## src/hdl/cfg_loader_pkg.sv

```systemverilog
package cfg_loader_pkg;

    localparam int HDR_BITS = 64;                   // header length
    localparam int CRC_BITS = 8;                    // key length
    localparam logic [CRC_BITS-1:0] CRC_POLY = 8'h07; // x^8+x^2+x+1

    // decoded view of the header word
    typedef struct packed {
        logic [31:0] last_bits;                     // used bits of last frame, 0 = all
        logic [31:0] frame_count;                   // frames in this load
    } cfg_header_s;

    // the same word, raw while shifting and as fields once complete
    typedef union packed {
        logic [HDR_BITS-1:0] raw;
        cfg_header_s         fields;
    } cfg_header_u;

    typedef enum logic [2:0] {
        ST_IDLE,
        ST_HEADER,
        ST_DATA,
        ST_KEY,
        ST_DONE
    } loader_state_e;

endpackage
```

## src/hdl/cfg_loader_top.sv

```systemverilog
`timescale 1ns/1ps

module cfg_loader_top #(
    parameter int FRAME_BITS = 64
) (
    input  logic clk_i,
    input  logic rst_i,
    input  logic data_i,
    input  logic en_i,
    input  logic checksum_en_i,
    input  logic done_ack_i,
    output logic prog_data_o,
    output logic prog_valid_o,
    output logic done_req_o,
    output logic crc_ok_o,
    output logic hdr_err_o
);

    logic        hdr_shift;
    logic        hdr_valid;
    logic [31:0] frame_count;
    logic [31:0] last_bits;
    logic        hdr_bad;
    logic        load_start;
    logic        data_bit;
    logic        data_shift;
    logic        key_shift;
    logic        key_last;
    logic        load_end;
    logic        load_bad;
    logic        result_idle;

    hdr_decode #(
        .FRAME_BITS (FRAME_BITS)
    ) u_hdr_decode (
        .clk_i         (clk_i),
        .rst_i         (rst_i),
        .data_i        (data_i),
        .hdr_shift_i   (hdr_shift),
        .hdr_valid_o   (hdr_valid),
        .frame_count_o (frame_count),
        .last_bits_o   (last_bits),
        .hdr_bad_o     (hdr_bad)
    );

    frame_exec #(
        .FRAME_BITS (FRAME_BITS)
    ) u_frame_exec (
        .clk_i         (clk_i),
        .rst_i         (rst_i),
        .data_i        (data_i),
        .en_i          (en_i),
        .checksum_en_i (checksum_en_i),
        .hdr_valid_i   (hdr_valid),
        .hdr_bad_i     (hdr_bad),
        .frame_count_i (frame_count),
        .last_bits_i   (last_bits),
        .result_idle_i (result_idle),
        .hdr_shift_o   (hdr_shift),
        .prog_data_o   (prog_data_o),
        .prog_valid_o  (prog_valid_o),
        .load_start_o  (load_start),
        .data_bit_o    (data_bit),
        .data_shift_o  (data_shift),
        .key_shift_o   (key_shift),
        .key_last_o    (key_last),
        .load_end_o    (load_end),
        .load_bad_o    (load_bad)
    );

    crc_check u_crc_check (
        .clk_i         (clk_i),
        .rst_i         (rst_i),
        .load_start_i  (load_start),
        .data_bit_i    (data_bit),
        .data_shift_i  (data_shift),
        .key_shift_i   (key_shift),
        .key_last_i    (key_last),
        .load_end_i    (load_end),
        .load_bad_i    (load_bad),
        .done_ack_i    (done_ack_i),
        .done_req_o    (done_req_o),
        .crc_ok_o      (crc_ok_o),
        .hdr_err_o     (hdr_err_o),
        .result_idle_o (result_idle)
    );

endmodule

```

## src/hdl/crc_check.sv

```systemverilog
`timescale 1ns/1ps

module crc_check (
    input  logic clk_i,
    input  logic rst_i,
    input  logic load_start_i,
    input  logic data_bit_i,
    input  logic data_shift_i,
    input  logic key_shift_i,
    input  logic key_last_i,
    input  logic load_end_i,
    input  logic load_bad_i,
    input  logic done_ack_i,
    output logic done_req_o,
    output logic crc_ok_o,
    output logic hdr_err_o,
    output logic result_idle_o
);

    localparam int CRC_W = cfg_loader_pkg::CRC_BITS;

    logic [CRC_W-1:0] crc_q;
    logic [CRC_W-1:0] crc_nxt;
    logic [CRC_W-1:0] key_q;
    logic [CRC_W-1:0] key_full;
    logic             crc_fb;
    logic             mismatch_q;                   // sticky over the load
    logic             ack_wait_q;                   // waiting for ack to drop

    assign crc_fb   = crc_q[CRC_W-1] ^ data_bit_i;
    assign crc_nxt  = {crc_q[CRC_W-2:0], 1'b0} ^ (crc_fb ? cfg_loader_pkg::CRC_POLY : '0);
    assign key_full = {key_q[CRC_W-2:0], data_bit_i}; // key msb arrives first

    always_ff @(posedge clk_i)
    begin
        if (!rst_i)
            crc_q <= '0;
        else if (load_start_i || key_last_i)
            crc_q <= '0;                            // new load or next frame
        else if (data_shift_i)
            crc_q <= crc_nxt;
    end

    always_ff @(posedge clk_i)
    begin
        if (key_shift_i)
            key_q <= key_full;
    end

    always_ff @(posedge clk_i)
    begin
        if (!rst_i)
            mismatch_q <= 1'b0;
        else if (load_start_i)
            mismatch_q <= 1'b0;
        else if (key_last_i && (key_full != crc_q))
            mismatch_q <= 1'b1;
    end

    // status only moves while no request is open
    always_ff @(posedge clk_i)
    begin
        if (!rst_i)
        begin
            crc_ok_o  <= 1'b0;
            hdr_err_o <= 1'b0;
        end
        else if (load_start_i)
        begin
            crc_ok_o  <= 1'b0;
            hdr_err_o <= 1'b0;
        end
        else if (load_end_i)
        begin
            crc_ok_o  <= !mismatch_q && !load_bad_i;
            hdr_err_o <= load_bad_i;
        end
    end

    // four-phase done handshake
    always_ff @(posedge clk_i)
    begin
        if (!rst_i)
        begin
            done_req_o <= 1'b0;
            ack_wait_q <= 1'b0;
        end
        else if (load_end_i)
        begin
            done_req_o <= 1'b1;
        end
        else if (done_req_o && done_ack_i)
        begin
            done_req_o <= 1'b0;
            ack_wait_q <= 1'b1;
        end
        else if (ack_wait_q && !done_ack_i)
        begin
            ack_wait_q <= 1'b0;
        end
    end

    assign result_idle_o = !done_req_o && !ack_wait_q;

endmodule

```

## src/hdl/frame_exec.sv

```systemverilog
`timescale 1ns/1ps

module frame_exec #(
    parameter int FRAME_BITS = 64
) (
    input  logic        clk_i,
    input  logic        rst_i,
    input  logic        data_i,
    input  logic        en_i,
    input  logic        checksum_en_i,
    input  logic        hdr_valid_i,
    input  logic        hdr_bad_i,
    input  logic [31:0] frame_count_i,
    input  logic [31:0] last_bits_i,
    input  logic        result_idle_i,
    output logic        hdr_shift_o,
    output logic        prog_data_o,
    output logic        prog_valid_o,
    output logic        load_start_o,
    output logic        data_bit_o,
    output logic        data_shift_o,
    output logic        key_shift_o,
    output logic        key_last_o,
    output logic        load_end_o,
    output logic        load_bad_o
);

    localparam int IDX_W = $clog2(FRAME_BITS);
    localparam logic [IDX_W-1:0] FRAME_LAST = IDX_W'(FRAME_BITS - 1);
    localparam logic [IDX_W-1:0] KEY_LAST = IDX_W'(cfg_loader_pkg::CRC_BITS - 1);

    cfg_loader_pkg::loader_state_e state_q;
    cfg_loader_pkg::loader_state_e state_d;
    logic [IDX_W-1:0] bit_cnt;                      // frame or key bit index
    logic [31:0]      frames_left;                  // includes the current frame
    logic             csum_q;
    logic             hdr_start;
    logic             hdr_reject;
    logic             data_cycle;
    logic             key_cycle;
    logic             last_frame;
    logic             bit_used;
    logic             frame_end;
    logic             key_end;

    // frame bit 0 arrives in the cycle hdr_valid_i is high
    assign hdr_reject = (state_q == cfg_loader_pkg::ST_HEADER) && hdr_valid_i && hdr_bad_i;
    assign hdr_start  = (state_q == cfg_loader_pkg::ST_HEADER) && hdr_valid_i && !hdr_bad_i
                        && en_i;
    assign data_cycle = hdr_start || ((state_q == cfg_loader_pkg::ST_DATA) && en_i);
    assign key_cycle  = (state_q == cfg_loader_pkg::ST_KEY) && en_i;
    assign last_frame = hdr_start ? (frame_count_i == 32'd1) : (frames_left == 32'd1);
    assign bit_used   = !last_frame || (last_bits_i[IDX_W-1:0] == '0)
                        || (bit_cnt < last_bits_i[IDX_W-1:0]);
    assign frame_end  = data_cycle && (bit_cnt == FRAME_LAST);
    assign key_end    = key_cycle && (bit_cnt == KEY_LAST);

    assign hdr_shift_o  = en_i && ((state_q == cfg_loader_pkg::ST_IDLE)
                          || ((state_q == cfg_loader_pkg::ST_HEADER) && !hdr_valid_i));
    assign load_start_o = en_i && (state_q == cfg_loader_pkg::ST_IDLE);
    assign data_bit_o   = data_i;                   // key bits share this line
    assign data_shift_o = data_cycle;
    assign key_shift_o  = key_cycle;
    assign key_last_o   = key_end;

    always_comb
    begin
        state_d = state_q;
        case (state_q)
            cfg_loader_pkg::ST_IDLE:
                if (en_i)
                    state_d = cfg_loader_pkg::ST_HEADER;
            cfg_loader_pkg::ST_HEADER:
            begin
                if (hdr_reject)
                    state_d = cfg_loader_pkg::ST_DONE;
                else if (!en_i)
                    state_d = cfg_loader_pkg::ST_IDLE;  // abort
                else if (hdr_valid_i)
                    state_d = cfg_loader_pkg::ST_DATA;
            end
            cfg_loader_pkg::ST_DATA:
            begin
                if (!en_i)
                    state_d = cfg_loader_pkg::ST_IDLE;
                else if (frame_end && csum_q)
                    state_d = cfg_loader_pkg::ST_KEY;
                else if (frame_end && last_frame)
                    state_d = cfg_loader_pkg::ST_DONE;
            end
            cfg_loader_pkg::ST_KEY:
            begin
                if (!en_i)
                    state_d = cfg_loader_pkg::ST_IDLE;
                else if (key_end)
                    state_d = last_frame ? cfg_loader_pkg::ST_DONE : cfg_loader_pkg::ST_DATA;
            end
            cfg_loader_pkg::ST_DONE:
                // load_end_o still high means the request is not raised yet
                if (result_idle_i && !load_end_o)
                    state_d = cfg_loader_pkg::ST_IDLE;
            default:
                state_d = cfg_loader_pkg::ST_IDLE;
        endcase
    end

    always_ff @(posedge clk_i)
    begin
        if (!rst_i)
        begin
            state_q     <= cfg_loader_pkg::ST_IDLE;
            bit_cnt     <= '0;
            frames_left <= '0;
            csum_q      <= 1'b0;
            load_end_o  <= 1'b0;
            load_bad_o  <= 1'b0;
        end
        else
        begin
            state_q <= state_d;
            if (load_start_o)
                csum_q <= checksum_en_i;            // held for the whole load
            if (hdr_start)
                frames_left <= frame_count_i;
            else if ((frame_end && !csum_q) || key_end)
                frames_left <= frames_left - 32'd1;
            if (key_end || !(data_cycle || key_cycle))
                bit_cnt <= '0;
            else
                bit_cnt <= bit_cnt + 1'b1;          // wraps at frame end
            load_end_o <= hdr_reject || (frame_end && !csum_q && last_frame)
                          || (key_end && last_frame);
            load_bad_o <= hdr_reject;
        end
    end

    always_ff @(posedge clk_i)
    begin
        if (!rst_i)
        begin
            prog_valid_o <= 1'b0;
            prog_data_o  <= 1'b0;
        end
        else
        begin
            prog_valid_o <= data_cycle && bit_used;
            prog_data_o  <= data_i;
        end
    end

endmodule

```

## src/hdl/hdr_decode.sv

```systemverilog
`timescale 1ns/1ps

module hdr_decode #(
    parameter int FRAME_BITS = 64
) (
    input  logic        clk_i,
    input  logic        rst_i,
    input  logic        data_i,
    input  logic        hdr_shift_i,
    output logic        hdr_valid_o,
    output logic [31:0] frame_count_o,
    output logic [31:0] last_bits_o,
    output logic        hdr_bad_o
);

    localparam int CNT_W = $clog2(cfg_loader_pkg::HDR_BITS);
    localparam int IDX_W = $clog2(FRAME_BITS);

    cfg_loader_pkg::cfg_header_u hdr_q;
    cfg_loader_pkg::cfg_header_u hdr_nxt;
    logic [CNT_W-1:0]            bit_cnt;
    logic                        hdr_full;

    // lsb arrives first, new bits enter at the top
    assign hdr_nxt.raw = {data_i, hdr_q.raw[cfg_loader_pkg::HDR_BITS-1:1]};
    assign hdr_full = hdr_shift_i && (bit_cnt == CNT_W'(cfg_loader_pkg::HDR_BITS - 1));

    always_ff @(posedge clk_i)
    begin
        if (hdr_shift_i)
            hdr_q <= hdr_nxt;
    end

    // header bits come back to back, a gap restarts the count
    always_ff @(posedge clk_i)
    begin
        if (!rst_i)
            bit_cnt <= '0;
        else if (hdr_shift_i)
            bit_cnt <= bit_cnt + 1'b1;              // wraps after bit 63
        else
            bit_cnt <= '0;
    end

    always_ff @(posedge clk_i)
    begin
        if (!rst_i)
        begin
            hdr_valid_o <= 1'b0;
            hdr_bad_o   <= 1'b0;
        end
        else
        begin
            hdr_valid_o <= hdr_full;                // one cycle pulse
            if (hdr_full)
                hdr_bad_o <= (hdr_nxt.fields.frame_count == 32'd0);
        end
    end

    // fields held until the next header completes
    always_ff @(posedge clk_i)
    begin
        if (hdr_full)
        begin
            frame_count_o <= hdr_nxt.fields.frame_count;
            last_bits_o   <= {{(32 - IDX_W){1'b0}}, hdr_nxt.fields.last_bits[IDX_W-1:0]};
        end
    end

endmodule

```

## config.mk

```make
export PLATFORM = sky130hd
export DESIGN_NAME = cfg_loader_top
export DESIGN_NICKNAME = d
export VERILOG_FILES = /design/src/hdl/cfg_loader_pkg.sv /design/src/hdl/cfg_loader_top.sv /design/src/hdl/crc_check.sv /design/src/hdl/frame_exec.sv /design/src/hdl/hdr_decode.sv
export SDC_FILE = /design/constraint.sdc
export NUM_CORES = 1
export LEC_CHECK = 0
export BUFFER_PORTS_ARGS = -buffer_cell sky130_fd_sc_hd__buf_2
export CORE_UTILIZATION = 25
export CTS_CLUSTER_SIZE = 25
export DETAILED_ROUTE_END_ITERATION = 6
export PLACE_DENSITY = 0.43
export SYNTH_ARGS = -nofsm -noshare
export SYNTH_HDL_FRONTEND = slang
export SYNTH_SLANG_ARGS = --single-unit
```

## constraint.sdc

```tcl
create_clock -name clk_i -period 3.78 [get_ports clk_i]
set_input_delay 0.567 -clock clk_i [delete_from_list [all_inputs] [get_ports clk_i]]
set_output_delay 0.567 -clock clk_i [all_outputs]
set_load 0.005 [all_outputs]
```

* Word level (Yosys, flattened, before mapping)
Cells that the tools add are included.
Word-level totals: register bits after elaboration 176, input port bits 6
Cells by class: add/subtract/negate cells 3, order comparisons 1, eq/ne operators 15, mux-type cells 20, bitwise logic cells 4, reductions and logical operators 57
Operator list (count):
- $eq A32 B1 Y1 const B | 2
- $mux W32 | 2
- $mux W3 | 12
- $logic_not A32 Y1 | 1
- $sub A32 B1 Y32 const B | 1
- $logic_and A1 B1 Y1 | 24
- $pmux W3 S5 | 1
- $add A6 B1 Y6 const B | 2
- $eq A6 B6 Y1 const B | 2
- $logic_not A1 Y1 | 11
- $logic_or A1 B1 Y1 | 10
- $ne A8 B8 Y1 | 1
- $xor A8 B8 Y8 | 1
- $eq A3 B2 Y1 const B | 2
- $eq A6 B3 Y1 const B | 1
- $logic_not A6 Y1 | 1
- $lt A6 B6 Y1 | 1
- $reduce_bool A2 Y1 | 3
- $reduce_or A2 Y1 | 3
- $mux W1 | 5
- $reduce_and A5 Y1 | 1
- $ne A4 B3 Y1 const B | 1
- $ne A4 B4 Y1 const B | 1
- $reduce_and A2 Y1 | 2
- 8 further kinds | 9

* Depth between registers and ports, before layout
depth in word-level cells 11, gate-level depth with buffers 9, depth with buffers taken out 7

* By module
A second synthesis with hierarchy kept.
Unflattened totals: cells, all modules 579, area total of the unflattened synthesis 7151.9 µm²
By module, submodules not included:
- hdr_decode | times used 1, cells an instance 168, area each 3603.5 µm², sequential area each 3193.1 µm²
- frame_exec | times used 1, cells an instance 342, area each 2743.9 µm², sequential area each 920.9 µm²
- crc_check | times used 1, cells an instance 69, area each 804.5 µm², sequential area each 470.5 µm²

* Least setup slack after synthesis
OpenSTA, ideal clock, no wires.
kind register to register, from reg u_frame_exec.state_q[1], to reg u_hdr_decode.hdr_bad_o, data arrival time 2.820 ns, slack 0.832 ns, stages on the path, launching flop included 7, path buffers 1, period minus slack after synthesis 2.948 ns, cell sequence dfxtp_1 > clkbuf_1 > nor2_1 > nand3_1 > nor2_1 > mux2i_1 > nor2_1
Between the ends: word-level cells in the longest chain between the ends 5, elaborated cells between the ends (all ways) 6, classes of those cells 1 x eq/ne; 5 x reduce/logical
RTL lines:
- start, declared | line frame_exec.sv:32 | cfg_loader_pkg::loader_state_e state_q;
- start signal, assigned | line frame_exec.sv:111 | state_q <= cfg_loader_pkg::ST_IDLE;
- start signal, assigned | line frame_exec.sv:120 | state_q <= state_d;
- $eq A3 B1 Y1 | line frame_exec.sv:59 | || ((state_q == cfg_loader_pkg::ST_HEADER) && !hdr_valid_i));
- $logic_and A1 B1 Y1 | line frame_exec.sv:59
- $logic_or A1 B1 Y1 (*) | line frame_exec.sv:59
- $logic_and A1 B1 Y1 (*) | line frame_exec.sv:58 | assign hdr_shift_o = en_i && ((state_q == cfg_loader_pkg::ST_IDLE)
- $logic_and A1 B1 Y1 (*) | line hdr_decode.sv:26 | assign hdr_full = hdr_shift_i && (bit_cnt == CNT_W'(cfg_loader_pkg::HDR_BITS - 1));
- net u_hdr_decode.hdr_full | line hdr_decode.sv:22 | logic hdr_full;
- end signal, assigned | line hdr_decode.sv:56 | hdr_bad_o <= (hdr_nxt.fields.frame_count == 32'd0);
- end, declared | line hdr_decode.sv:13 | output logic hdr_bad_o
Mark *: on every way through the listed nets, which the timed path passes. The rest lies on a longest branch. A chain may end at the register's enable or synchronous reset.

* Final worst setup path
from reg u_frame_exec.state_q[0], to reg u_frame_exec.frames_left[12]
Between the ends: word-level cells in the longest chain between the ends 9, elaborated cells between the ends (all ways) 15, classes of those cells 3 x eq/ne; 1 x mux; 11 x reduce/logical
RTL lines:
- $eq A3 B1 Y1 | line frame_exec.sv:48 | assign hdr_start = (state_q == cfg_loader_pkg::ST_HEADER) && hdr_valid_i && !hdr_bad_i
- $logic_and A1 B1 Y1 (2 in a row) | line frame_exec.sv:48
- $logic_and A1 B1 Y1 | line frame_exec.sv:49 | && en_i;
- $logic_or A1 B1 Y1 | line frame_exec.sv:50 | assign data_cycle = hdr_start || ((state_q == cfg_loader_pkg::ST_DATA) && en_i);
- $logic_and A1 B1 Y1 | line frame_exec.sv:55 | assign frame_end = data_cycle && (bit_cnt == FRAME_LAST);
- $logic_and A1 B1 Y1 | line frame_exec.sv:125 | else if ((frame_end && !csum_q) || key_end)
- $logic_or A1 B1 Y1 | line frame_exec.sv:125
- $reduce_bool A2 Y1 (no line)
- end signal, assigned | line frame_exec.sv:124 | frames_left <= frame_count_i;
- end signal, assigned | line frame_exec.sv:126 | frames_left <= frames_left - 32'd1;
- end, declared | line frame_exec.sv:35 | logic [31:0] frames_left;
Several ways; a longest one is shown, not always the timed one.

==> flow_summary.yaml <==
synthesis:
  syn_nets: 562
  synthesis.instances: 547
  async_flop_share_pct: 0
  yosys_warnings: 0
  yosys.cell_types.count: 54
  synthesis.area_sq_um: 6900
  ys.flop_type: "edfxtp_1"
  synth.largest_area_cell: "edfxtp_1"
  synth_top_area_share_pct: 47.0
  syn_area_per_cell_sq_um: 12.6
  synth-seq-area-share_pct: 66.5
  netlist_top_cells_area: "edfxtp_1, dfxtp_1, nor2_1"
  synth-seq-cells: 175
  synth-edff-count: 108
layout:
  fin_nets: 577
  final_common_cell: "edfxtp_1"
  layout_common_cells: "edfxtp_1, dfxtp_1, nor2_1, xor2_1, o21ai_0"
  drive_above_1_share_pct: 10.3
  area_growth_pct: 14.9
  fin_util_pct: 29.3
  antenna_cells: 0
timing:
  final.period_utilization_pct: 77.6
  finalHoldViolCount: 0
  drv_slew: 0
  rsz0062_at_grt: "false"
  relSlewSlack_pct: 23.9
  setup_viol: 0
  hold_slack_ns: 0.403
  max_clock_freq_mhz: 341
  worst_pin_slew_ns: 1.14
  timing.final.crit_period_ns: 2.93
  setup_tns_ns: 0
  final.setup.worst_slack_ns: 0.848
  fin_worst_skew_ns: 0.0104
global_routing:
  grtUsageMet2_pct: 15.5
  grt_max_degree: 34
  antenna_found_initial: 0
  gr-usage-met3_pct: 2.42
  grt_overflow: 0
  busiest_layer: "met2"
  grt_pass1_vias: 4304
  gr-usage-all-layers_pct: 10.3
  grt_pass1_wl_microns: 22800
  grtUsageMet1_pct: 14.3
worst_setup_path:
  cpMaxStageDelayCell: "dfxtp_1"
  path_delay_family: "simple AND/OR/NAND/NOR gates"
  cp_common_cell: "buf_4"
  crit_path_end: "u_frame_exec.frames_left[12]"
  crit_type: "reg -> reg"
  reg2reg_to: "u_frame_exec.frames_left[12]"
  path_cells: "nor4bb_1, o21ai_1, buf_4, o31ai_2, buf_4, nand3_1, or4_1, a311oi_1"
  arrival_ns: 3.24
  worst-path-max-fanout: 19
  reg2reg_depth: 8
  r2r-start: "u_frame_exec.state_q[0]"
  crit_cells: 8
  path_buf_inv: 2
  worstPathRequired_ns: 4.09
  reg2reg_slack_ns: 0.85
  max_stage_delay_ns: 0.67
  crit_path_end_kind: "flip-flop"
  startpoint_type: "flip-flop"
  crit_start: "u_frame_exec.state_q[0]"
floorplan:
  rows: 60
  start_util_pct: 25.5
  die_w_microns: 168
  io_pins: 11
  fp.dieH_microns: 168
  dieArea_sq_um: 28300
  core_sq_um: 27000
routing:
  route.vias.total: 4356
  first_pass_iters: 5
  drc_errors: 0
  wl_per_cell_microns: 15.0
  viasPerCell: 4.76
  antenna_left: 0
  routed_wirelength_microns: 13700
  initialDrtViolationCount: 393
cts:
  root_buffer: "clkbuf_16"
  post_cts_buffers: 0
  cts_hold_buf: 0
  cts_tree: "built"
  insertion_delay_ns: 0.42
  cts_buffers: 17
  htree_levels: 4
  cts_resized: 0
  cts.sink_count: 175
  cts.path.max_buffers: 2
  clkSlewWorstSetupHoldPaths_ns: 0.07
flow_run:
  drv_cap: 0
power_and_ir_drop:
  p_per_area_nw_per_um2: 551
  p_leak_nw: 2.57
  ir_worst_vdd_v: 0.000322
outcome:
  status: "finished, final reports clean"
worst_hold_path:
  hp-start: "checksum_en_i"
  hp-class: "in -> reg"
  holdPathStages: 3
placed_design:
  pre_cts_ws_ns: 0.767
  hpwl_microns: 9260
  gp_congestion: 0.787
  portBuffers: 10
## kinds of logic (layout without fill, tap and decap cells)
kind of cell / count (synthesis) / in the layout / share of synthesized area, %
XOR/XNOR: 29 / 29 / 3.68
adder cells (fa/ha/maj): 9 / 9 / 1.63
AO/OA/AOI/OAI: 101 / 101 / 9.96
multiplexers: 8 / 8 / 1.16
AND/OR/NAND/NOR: 190 / 190 / 15.1
buffers and inverters: 35 / 63 / 2.05
flip-flops: 175 / 175 / 66.5
## sequential cells by signal, indices dropped and copies added, names as in the netlist, 3 cells and up
name	flops
u_crc_check.crc_q	8
u_crc_check.key_q	7
u_frame_exec.bit_cnt	6
u_frame_exec.frames_left	32
u_frame_exec.state_q	3
u_hdr_decode.bit_cnt	6
u_hdr_decode.frame_count_o	32
u_hdr_decode.hdr_q	63
u_hdr_decode.last_bits_o	6
## worst min path at each step
stage,endpoint,slack (ns)
floorplan,u_hdr_decode.hdr_q[38],0.40
global placement,u_hdr_decode.hdr_q[46],0.41
detailed placement,u_hdr_decode.hdr_q[39],0.40
CTS,u_frame_exec.csum_q,0.39
global route,u_frame_exec.csum_q,0.40
finish,u_frame_exec.csum_q,0.40
## worst register-to-register path: cells and delay by family (launching register included)
family	cells	cell delay (ns)
flops	1	0.67
compound gates	3	0.62
simple gates	3	1.05
buf+inv	2	0.49
## cell usage after synthesis (3+ instances only)
master and count:
nor4_1 20, nand2b_1 4, xnor2_1 7, xor2_1 22, inv_1 13, a21o_1 3
or3_1 17, o31ai_1 11, mux2i_1 8, nor3_1 5, a311oi_1 13, ha_1 9
dfxtp_1 67, o21ai_0 22, nand4_1 12, nor2_1 60, o211ai_1 4, edfxtp_1 108
and2_1 3, a31oi_1 12, nand3b_1 3, clkbuf_1 19, nand3_1 14, nand2_1 20
or4_1 13, a21oi_1 14, a211oi_1 10
## through the flow
step | std cells | total power [W] | instance area (sq um)
after floorplan | 547 | 0.00260 | 6900
after global routing | 916 | 0.00455 | 7930
after detailed placement | 884 | 0.00271 | 7350
after global placement | 884 | 0.00271 | 7350
final | 916 | 0.00437 | 7930
after CTS | 916 | 0.00442 | 7930
## routing by layer
layer | up-vias | routed length (microns)
li1 | 2132 | -
met1 | 2126 | 6960
met2 | 85 | 6100
met3 | 13 | 484
met4 | 0 | 148
met5 | - | 0
## layout make-up
class	instances	area [sq um]
Timing Repair Buffer	18	110
Sequential cell	175	4580
Multi-Input combinational cell	337	2180
Clock buffer	20	447
Tap cell	341	427
Clock inverter	12	125
Inverter	13	48.8
Fill cell	2708	19100
## power by group
part | internal [W] | switching (W)
Clock | 0.000943 | 0.000750
Sequential | 0.00225 | 0.000110
Combinational | 0.000101 | 0.000208
Total | 0.00330 | 0.00107
Power figures use the tool's default switching activity.
